--- src/eth_frame_pkg.sv ---
package eth_frame_pkg;

  // metadata holds the destination mac in the upper 48 bits and the ethertype below it.
  localparam int meta_w = 64;

  localparam int hdr_len = 14; // destination, source and ethertype bytes.
  localparam int fcs_len = 4;  // crc-32 check bytes.

  // reflected form of the ieee 802.3 polynomial.
  localparam logic [31:0] crc_poly = 32'hEDB88320;

  // the same value seeds the register and inverts the final result.
  localparam logic [31:0] crc_init = 32'hFFFFFFFF;

endpackage : eth_frame_pkg

--- src/eth_vlg_pkg.sv ---
package eth_vlg_pkg;

  // one byte of a frame as it moves between the sources, the arbiter and the framer.
  typedef struct packed {
    logic [7:0] dat; // data byte.
    logic       val; // byte is valid on this cycle.
    logic       sof; // first byte of a frame.
    logic       eof; // last byte of a frame.
  } stream_t;

endpackage : eth_vlg_pkg

--- src/eth_tx_crc.sv ---
`timescale 1ns/1ps

module eth_tx_crc (
  input  logic       clk,
  input  logic       rst,
  input  logic       crc_clear,
  input  logic       crc_en,
  input  logic [7:0] crc_dat,
  input  logic       fcs_shift,
  output logic [7:0] fcs_byte
);

  logic [31:0] crc;
  logic [31:0] crc_out;

  // one byte of the reflected crc-32, bit zero first.
  function automatic logic [31:0] crc_byte(input logic [31:0] c, input logic [7:0] d);
    logic [31:0] r;
    r = c ^ {24'h000000, d};
    for (int b = 0; b < 8; b++) begin
      if (r[0]) r = (r >> 1) ^ eth_frame_pkg::crc_poly;
      else r = r >> 1;
    end
    return r;
  endfunction

  assign crc_out = crc ^ eth_frame_pkg::crc_init;

  always_ff @(posedge clk) begin
    if (rst || crc_clear) begin
      crc <= eth_frame_pkg::crc_init;
    end else if (crc_en) begin
      crc <= crc_byte(crc, crc_dat);
    end else if (fcs_shift) begin
      crc <= (crc_out >> 8) ^ eth_frame_pkg::crc_init; // the inverted value moves down a byte.
    end
  end

  assign fcs_byte = crc_out[7:0];

  a_en_shift: assert property (@(posedge clk) disable iff (rst)
    !(crc_en && fcs_shift));

endmodule : eth_tx_crc

--- src/eth_tx_ctrl.sv ---
`timescale 1ns/1ps

module eth_tx_ctrl (
  input  logic                 clk,
  input  logic                 rst,
  input  logic                 rdy_mux,
  input  eth_vlg_pkg::stream_t strm_mux,
  input  logic [7:0]           hdr_byte,
  input  logic [7:0]           fcs_byte,
  output logic                 req_mux,
  output logic                 acc_mux,
  output logic                 done_mux,
  output logic                 hdr_load,
  output logic                 hdr_shift,
  output logic                 crc_clear,
  output logic                 crc_en,
  output logic [7:0]           crc_dat,
  output logic                 fcs_shift,
  output eth_vlg_pkg::stream_t tx
);

  localparam int cw = $clog2(eth_frame_pkg::hdr_len);
  localparam logic [cw-1:0] hdr_last = cw'(eth_frame_pkg::hdr_len - 1);
  localparam logic [cw-1:0] fcs_last = cw'(eth_frame_pkg::fcs_len - 1);

  typedef enum logic [2:0] {idle_s, hdr_s, wait_s, pay_s, fcs_s, done_s} state_t;

  state_t        state;
  logic [cw-1:0] cnt; // byte index inside the header or check phase.

  always_ff @(posedge clk) begin
    if (rst) begin
      state <= idle_s;
      cnt   <= '0;
    end else begin
      case (state)
        idle_s: begin
          if (rdy_mux) begin
            state <= hdr_s;
            cnt   <= '0;
          end
        end
        hdr_s: begin
          if (cnt == hdr_last) begin
            state <= wait_s;
            cnt   <= '0;
          end else begin
            cnt <= cnt + 1'b1;
          end
        end
        wait_s: begin
          if (strm_mux.val) state <= strm_mux.eof ? fcs_s : pay_s; // one byte payloads skip ahead.
        end
        pay_s: begin
          if (strm_mux.val && strm_mux.eof) state <= fcs_s;
        end
        fcs_s: begin
          if (cnt == fcs_last) state <= done_s;
          else cnt <= cnt + 1'b1;
        end
        done_s: state <= idle_s;
        default: state <= idle_s;
      endcase
    end
  end

  always_comb begin
    req_mux   = 1'b0;
    acc_mux   = 1'b0;
    done_mux  = 1'b0;
    hdr_load  = 1'b0;
    hdr_shift = 1'b0;
    crc_clear = 1'b0;
    crc_en    = 1'b0;
    crc_dat   = 8'h00;
    fcs_shift = 1'b0;
    tx        = '0;
    case (state)
      idle_s: begin
        req_mux   = rdy_mux;
        hdr_load  = rdy_mux;
        crc_clear = rdy_mux;
      end
      hdr_s: begin
        hdr_shift = 1'b1;
        crc_en    = 1'b1;
        crc_dat   = hdr_byte;
        tx.dat    = hdr_byte;
        tx.val    = 1'b1;
        tx.sof    = (cnt == '0);
        acc_mux   = (cnt == hdr_last); // the source starts streaming after this.
      end
      wait_s, pay_s: begin
        crc_en  = strm_mux.val;
        crc_dat = strm_mux.dat;
        tx.dat  = strm_mux.dat;
        tx.val  = strm_mux.val;
      end
      fcs_s: begin
        fcs_shift = 1'b1;
        tx.dat    = fcs_byte;
        tx.val    = 1'b1;
        tx.eof    = (cnt == fcs_last);
      end
      done_s: done_mux = 1'b1;
      default: ;
    endcase
  end

  // the arbiter keeps the grant until the done pulse.
  a_grant_held: assert property (@(posedge clk) disable iff (rst)
    (state != idle_s) |-> rdy_mux);

  // payload bytes outside the payload window would be lost.
  a_strm_window: assert property (@(posedge clk) disable iff (rst)
    strm_mux.val |-> (state == wait_s || state == pay_s));

endmodule : eth_tx_ctrl

--- src/eth_tx_hdr.sv ---
`timescale 1ns/1ps

module eth_tx_hdr #(
  parameter logic [47:0] src_mac = 48'h02_00_00_00_00_01
) (
  input  logic                            clk,
  input  logic                            rst,
  input  logic                            hdr_load,
  input  logic                            hdr_shift,
  input  logic [eth_frame_pkg::meta_w-1:0] meta,
  output logic [7:0]                      hdr_byte
);

  localparam int hw = eth_frame_pkg::hdr_len * 8;

  logic [hw-1:0] sr;

  // destination, source and ethertype are each sent most significant byte first.
  always_ff @(posedge clk) begin
    if (hdr_load) begin
      sr <= {meta[eth_frame_pkg::meta_w-1:16], src_mac, meta[15:0]};
    end else if (hdr_shift) begin
      sr <= {sr[hw-9:0], 8'h00};
    end
  end

  assign hdr_byte = sr[hw-1:hw-8]; // front of the register.

  a_load_shift: assert property (@(posedge clk) disable iff (rst)
    !(hdr_load && hdr_shift));

endmodule : eth_tx_hdr

--- src/eth_tx_top.sv ---
`timescale 1ns/1ps

module eth_tx_top #(
  parameter int          n       = 3,
  parameter logic [47:0] src_mac = 48'h02_00_00_00_00_01
) (
  input  logic                                    clk,
  input  logic                                    rst,
  input  logic [n-1:0]                            rdy,
  input  logic [n-1:0][eth_frame_pkg::meta_w-1:0] meta,
  input  eth_vlg_pkg::stream_t [n-1:0]            strm,
  output logic [n-1:0]                            req,
  output logic [n-1:0]                            acc,
  output logic [n-1:0]                            done,
  output eth_vlg_pkg::stream_t                    tx
);

  logic                             rdy_mux;
  logic [eth_frame_pkg::meta_w-1:0] meta_mux;
  eth_vlg_pkg::stream_t             strm_mux;
  logic                             req_mux;
  logic                             acc_mux;
  logic                             done_mux;
  logic                             hdr_load;
  logic                             hdr_shift;
  logic [7:0]                       hdr_byte;
  logic                             crc_clear;
  logic                             crc_en;
  logic [7:0]                       crc_dat;
  logic                             fcs_shift;
  logic [7:0]                       fcs_byte;

  eth_vlg_tx_mux #(
    .n (n),
    .w (eth_frame_pkg::meta_w)
  ) u_mux (
    .clk      (clk),
    .rst      (rst),
    .rdy      (rdy),
    .meta     (meta),
    .strm     (strm),
    .req      (req),
    .acc      (acc),
    .done     (done),
    .rdy_mux  (rdy_mux),
    .meta_mux (meta_mux),
    .strm_mux (strm_mux),
    .req_mux  (req_mux),
    .acc_mux  (acc_mux),
    .done_mux (done_mux)
  );

  eth_tx_ctrl u_ctrl (
    .clk       (clk),
    .rst       (rst),
    .rdy_mux   (rdy_mux),
    .strm_mux  (strm_mux),
    .hdr_byte  (hdr_byte),
    .fcs_byte  (fcs_byte),
    .req_mux   (req_mux),
    .acc_mux   (acc_mux),
    .done_mux  (done_mux),
    .hdr_load  (hdr_load),
    .hdr_shift (hdr_shift),
    .crc_clear (crc_clear),
    .crc_en    (crc_en),
    .crc_dat   (crc_dat),
    .fcs_shift (fcs_shift),
    .tx        (tx)
  );

  eth_tx_hdr #(
    .src_mac (src_mac)
  ) u_hdr (
    .clk       (clk),
    .rst       (rst),
    .hdr_load  (hdr_load),
    .hdr_shift (hdr_shift),
    .meta      (meta_mux),
    .hdr_byte  (hdr_byte)
  );

  eth_tx_crc u_crc (
    .clk       (clk),
    .rst       (rst),
    .crc_clear (crc_clear),
    .crc_en    (crc_en),
    .crc_dat   (crc_dat),
    .fcs_shift (fcs_shift),
    .fcs_byte  (fcs_byte)
  );

endmodule : eth_tx_top

--- src/eth_vlg_tx_mux.sv ---
`timescale 1ns/1ps

module eth_vlg_tx_mux #(
  parameter int n = 3,
  parameter int w = 64
) (
  input  logic                           clk,
  input  logic                           rst,
  input  logic [n-1:0]                   rdy,
  input  logic [n-1:0][w-1:0]            meta,
  input  eth_vlg_pkg::stream_t [n-1:0]   strm,
  output logic [n-1:0]                   req,
  output logic [n-1:0]                   acc,
  output logic [n-1:0]                   done,
  output logic                           rdy_mux,
  output logic [w-1:0]                   meta_mux,
  output eth_vlg_pkg::stream_t           strm_mux,
  input  logic                           req_mux,
  input  logic                           acc_mux,
  input  logic                           done_mux
);

  localparam int iw = (n > 1) ? $clog2(n) : 1;

  typedef enum logic {idle_s, active_s} state_t;

  state_t        state;
  logic [n-1:0]  cur_rdy; // ready set frozen for the whole frame.
  logic [n-1:0]  grant;
  logic [iw-1:0] ind;

  onehot #(
    .n   (n),
    .msb (1'b1)
  ) u_grant (
    .i (cur_rdy),
    .o (grant)
  );

  always_comb begin
    ind = '0;
    for (int k = 0; k < n; k++) begin
      if (grant[k]) ind = iw'(k);
    end
  end

  always_ff @(posedge clk) begin
    if (rst) begin
      state    <= idle_s;
      cur_rdy  <= '0;
      rdy_mux  <= 1'b0;
      strm_mux <= '0;
    end else begin
      case (state)
        idle_s: begin
          cur_rdy <= rdy; // sample every cycle until someone asks.
          if (rdy != '0) state <= active_s;
        end
        active_s: begin
          strm_mux <= strm[ind];
          if (done_mux) begin
            state   <= idle_s;
            cur_rdy <= '0;
            rdy_mux <= 1'b0;
          end else begin
            rdy_mux <= |grant;
          end
        end
        default: state <= idle_s;
      endcase
    end
  end

  always_ff @(posedge clk) begin
    if (state == active_s) meta_mux <= meta[ind];
  end

  // controller pulses go back to the granted source only.
  always_ff @(posedge clk) begin
    if (rst) begin
      req  <= '0;
      acc  <= '0;
      done <= '0;
    end else begin
      req  <= grant & {n{req_mux}};
      acc  <= grant & {n{acc_mux}};
      done <= grant & {n{done_mux}};
    end
  end

  a_pulse_onehot: assert property (@(posedge clk) disable iff (rst)
    $onehot0(req) && $onehot0(acc) && $onehot0(done));

endmodule : eth_vlg_tx_mux

--- src/onehot.sv ---
`timescale 1ns/1ps

module onehot #(
  parameter int n   = 3,
  parameter bit msb = 1'b1
) (
  input  logic [n-1:0] i,
  output logic [n-1:0] o
);

  // the scan order decides which set bit wins, the last one found is kept.
  always_comb begin
    int idx;
    o = '0;
    for (int k = 0; k < n; k++) begin
      idx = msb ? k : n - 1 - k;
      if (i[idx]) begin
        o      = '0;
        o[idx] = 1'b1;
      end
    end
  end

endmodule : onehot

--- config.mk ---
export PLATFORM = sky130hd
export DESIGN_NAME = eth_tx_top
export DESIGN_NICKNAME = d
export VERILOG_FILES = /design/src/eth_frame_pkg.sv /design/src/eth_vlg_pkg.sv /design/src/eth_tx_crc.sv /design/src/eth_tx_ctrl.sv /design/src/eth_tx_hdr.sv /design/src/eth_tx_top.sv /design/src/eth_vlg_tx_mux.sv /design/src/onehot.sv
export SDC_FILE = /design/constraint.sdc
export NUM_CORES = 1
export LEC_CHECK = 0
export ABC_CLOCK_PERIOD_IN_PS = 9500
export BUFFER_PORTS_ARGS = -buffer_cell sky130_fd_sc_hd__buf_2
export CORE_ASPECT_RATIO = 1.2
export CORE_MARGIN = 2
export CORE_UTILIZATION = 59
export CTS_CLUSTER_SIZE = 28
export DETAILED_ROUTE_END_ITERATION = 16
export PLACE_DENSITY = 0.95
export SKIP_CTS_REPAIR_TIMING = 1
export SLEW_MARGIN = 20
export SYNTH_ARGS = -nofsm -noshare
export SYNTH_HDL_FRONTEND = slang
export SYNTH_SLANG_ARGS = --single-unit
--- constraint.sdc ---
create_clock -name clk -period 9.5 [get_ports clk]
set_input_delay 0.475 -clock clk [delete_from_list [all_inputs] [get_ports clk]]
set_output_delay 0.475 -clock clk [all_outputs]
set_load 0.02 [all_outputs]
==> impl_metrics.toml <==
[outcome]
status = "finished clean"

[finish]
layout-drive-gt1-share_pct = 27.1
fin_nets = 1506
syn2layout_area_growth_pct = 19.8
finalNonFillerCells = 1548
fin_area_sq_um = 13700
fill_cells = 1215
utilization_pct = 72.3

[setup_path]
critPathKind = "reg2out"
cp-end-kind = "primary output"
crit_path_top_delay_cell = "nand2_1"
worst_ep_required_time_ns = 9.03
reg2reg_depth = 6
r2r_start = "u_ctrl.state[1]$_SDFFE_PP0P_"
crit_arrival_ns = 3.16
path_cells = "buf_4, or2b_1, a21o_1, nand2_1, buf_2"
reg2reg_slack_ns = 6.56
r2r-end = "u_crc.crc[6]$_SDFFE_PP1P_"
cp_max_fo = 31
start_kind = "flop"
slowest_delay_ns = 0.70

[global_routing]
antenna_found_initial = 1
grt_pass1_wl_mm = 43.2
grtUsageTotal_pct = 26.9
grt_max_degree = 115
grt_overflow = 0
grt_pass1_vias = 8830

[timing]
finalSetupViolations = 0
finClkSkew_ns = 0.0187
rsz0062_at_grt = "no"
fin_setup_tns_ns = 0
hold_viol = 0
drv_slew = 0
period_needed_ns = 3.64
slew_headroom_pct = 29.4
tightest_slew_ns = 1.06
fmax_mhz = 275
fin_crit_sh_pct = 38.3

[drt]
drc = 0
wl_per_cell_microns = 18.3
vias = 8940
avgViaCountPerCell = 5.78
antenna_left = 0
drt-total-wl_mm = 28.4
dr.pass1.iters = 5
drtIter0Drc = 766

[clocking]
clockRootBuffer = "clkbuf_16"
cts_sinks = 239
cts_buffers = 24
htreeDepth = 1
cts_tree = "built"
clockBufferDepth = 3
insertion_delay_ns = 0.52
clkTransAtPathRegs_ns = 0.07

[yosys]
yosys_most_used_dff = "edfxtp_1"
synth_top_cells_by_area = "edfxtp_1 (34%), dfxtp_1 (19%), mux2i_1 (7.8%)"
synth_cell_types = 61
synthArstFlopShare_pct = 0
synth_fp_nets = 1303
netlist_area_sq_um = 11400
synth_cells = 1070
synth.top_cell.area_share_pct = 33.7
yosys.area.top_type = "edfxtp_1"
synth-edff-count = 128
yosysWarnings = 0
yosysSeqAreaShare_pct = 53.1
synth_area_per_cell_sq_um = 10.7
ys_ff_latch = 239

[job]
cap_viol_max_count = 0

[place]
portBuffers = 246
placed_cells = 1501
placed_area_sq_um = 12700
place.gp.congestion = 0.876
dp_hpwl_mm = 17.9

[die]
rows = 55
initial_core_util_pct = 60.4
die_h_microns = 156
dieArea_sq_um = 20500
core_sq_um = 18900
die_x_microns = 131
io_pins = 250

[pwr]
p_leak_nw = 5.42
power.density_nw_per_um2 = 306
ir_drop_v = 0.000173

[worst_hold_path]
hold_class = "in2reg"
min_to = "u_mux.meta_mux[51]$_DFFE_PP_"
hold_path_depth = 3
hp-start = "meta[179]"
Yosys cell counts, types with 3 or more instances:
cell type / n
ha_1: 3
o21bai_1: 8
inv_1: 6
nand3b_1: 4
xnor2_1: 22
mux2i_1: 89
o31ai_1: 9
o22ai_1: 17
nor2_1: 48
nand2b_1: 8
buf_1: 6
buf_2: 3
nand3_1: 9
a21oi_1: 62
o21ai_0: 86
clkbuf_1: 67
edfxtp_1: 128
a22o_1: 56
and3_1: 12
xor2_1: 10
nand2_1: 207
buf_6: 4
dfxtp_1: 111
a21oi_4: 6
xnor3_1: 3
nor3_1: 16
and2_1: 8
a22oi_1: 6
xnor2_4: 13
nand3b_4: 6
critical path, delay by kind of cell, from the launching register on:
kind,cells,cell delay (ns)
flops,1,0.30
compound gates,1,0.65
simple gates,2,0.96
buf+inv,2,0.72
sequential cells by signal (all words and copies together) (netlist names):
| register | count |
|---|---|
| u_crc.crc | 32 |
| u_mux.cur_rdy | 3 |
| u_mux.strm_mux | 10 |
| u_hdr.sr | 112 |
| u_mux.done | 3 |
| u_mux.acc | 3 |
| u_ctrl.cnt | 4 |
| u_mux.req | 3 |
| u_mux.meta_mux | 64 |
| u_ctrl.state | 3 |
| u_mux.state | 1 |
| u_mux.rdy_mux | 1 |
power breakdown:
group / total [mW] / internal (mW) / switching [mW] / leakage, nW
Combinational: 1.54 / 0.701 / 0.839 / 2.83
Clock: 1.04 / 0.634 / 0.407 / 0.440
Sequential: 1.61 / 1.42 / 0.190 / 2.15
layer usage:
metal | wire length [microns] | global-route usage [%] | vias to the layer above
li1 | - | - | 4238
met1 | 10500 | 31.6 | 4186
met2 | 15000 | 49.1 | 441
met3 | 1930 | 3.66 | 75
met4 | 954 | 10.3 | 0
met5 | 0 | 0 | -
through the flow:
step,hold slack (ns),worst slack (ns),power (mW)
finish,0.240,5.86,4.19
global route,0.235,5.67,4.38
CTS,0.224,5.92,4.17
detailed placement,0.445,6.49,3.11
global placement,0.437,6.52,3.04
floorplan,0.432,6.15,2.80
worst max path at each step:
stage	startpoint	end	slack [ns]	depth (start not counted)
floorplan	u_ctrl.state[0]$_SDFFE_PP0P_	u_hdr.sr[0]$_DFFE_PP_	6.15	7
global placement	u_ctrl.state[1]$_SDFFE_PP0P_	tx[2]	6.52	5
detailed placement	u_ctrl.state[1]$_SDFFE_PP0P_	tx[2]	6.49	5
CTS	u_ctrl.state[1]$_SDFFE_PP0P_	tx[2]	5.92	5
global route	u_ctrl.state[1]$_SDFFE_PP0P_	tx[2]	5.67	5
finish	u_ctrl.state[1]$_SDFFE_PP0P_	tx[2]	5.86	5
cells by family after synthesis:
family | Yosys count | share of synthesized area, %
buffers and inverters | 89 | 3.35
XOR/XNOR | 51 | 6.61
AO/OA/AOI/OAI | 270 | 15.6
multiplexers | 89 | 7.80
flip-flops | 239 | 53.1
AND/OR/NAND/NOR | 329 | 13.2
adder cells (fa/ha/maj) | 3 | 0.329
cell type report:
class | count | area (sq um) | area share, %
Antenna cell | 1 | 2.50 | 0.0183
Clock buffer | 29 | 693 | 5.07
Clock inverter | 15 | 191 | 1.40
Inverter | 7 | 26.3 | 0.192
Multi-Input combinational cell | 742 | 5000 | 36.5
Sequential cell | 239 | 6080 | 44.4
Tap cell | 256 | 320 | 2.34
Timing Repair Buffer | 259 | 1370 | 10.0
cell usage in the layout, fill, tap and decap left out, types with 3 or more instances in the layout:
cell type | netlist | final
buf_2 | 3 | 246
nand2_1 | 207 | 206
edfxtp_1 | 128 | 128
dfxtp_1 | 111 | 108
mux2i_1 | 89 | 89
o21ai_0 | 86 | 86
a21oi_1 | 62 | 61
a22o_1 | 56 | 56
nor2_1 | 48 | 46
clkbuf_16 | 0 | 27
xnor2_1 | 22 | 22
o22ai_1 | 17 | 17
nor3_1 | 16 | 16
xnor2_4 | 13 | 13
and3_1 | 12 | 12
buf_4 | 1 | 11
xor2_1 | 10 | 10
o31ai_1 | 9 | 9
nand3_1 | 9 | 9
and2_1 | 8 | 8
o21bai_1 | 8 | 8
nand2b_1 | 8 | 8
clkinv_2 | 0 | 7
inv_1 | 6 | 6
nand3b_4 | 6 | 6
a21oi_4 | 6 | 6
a22oi_1 | 6 | 6
nand3b_1 | 4 | 4
bufinv_16 | 0 | 4
a21oi_2 | 2 | 3
xnor3_1 | 3 | 3
ha_1 | 3 | 3
dfxtp_4 | 0 | 3
Note: power is estimated with default switching activity, not from simulation.
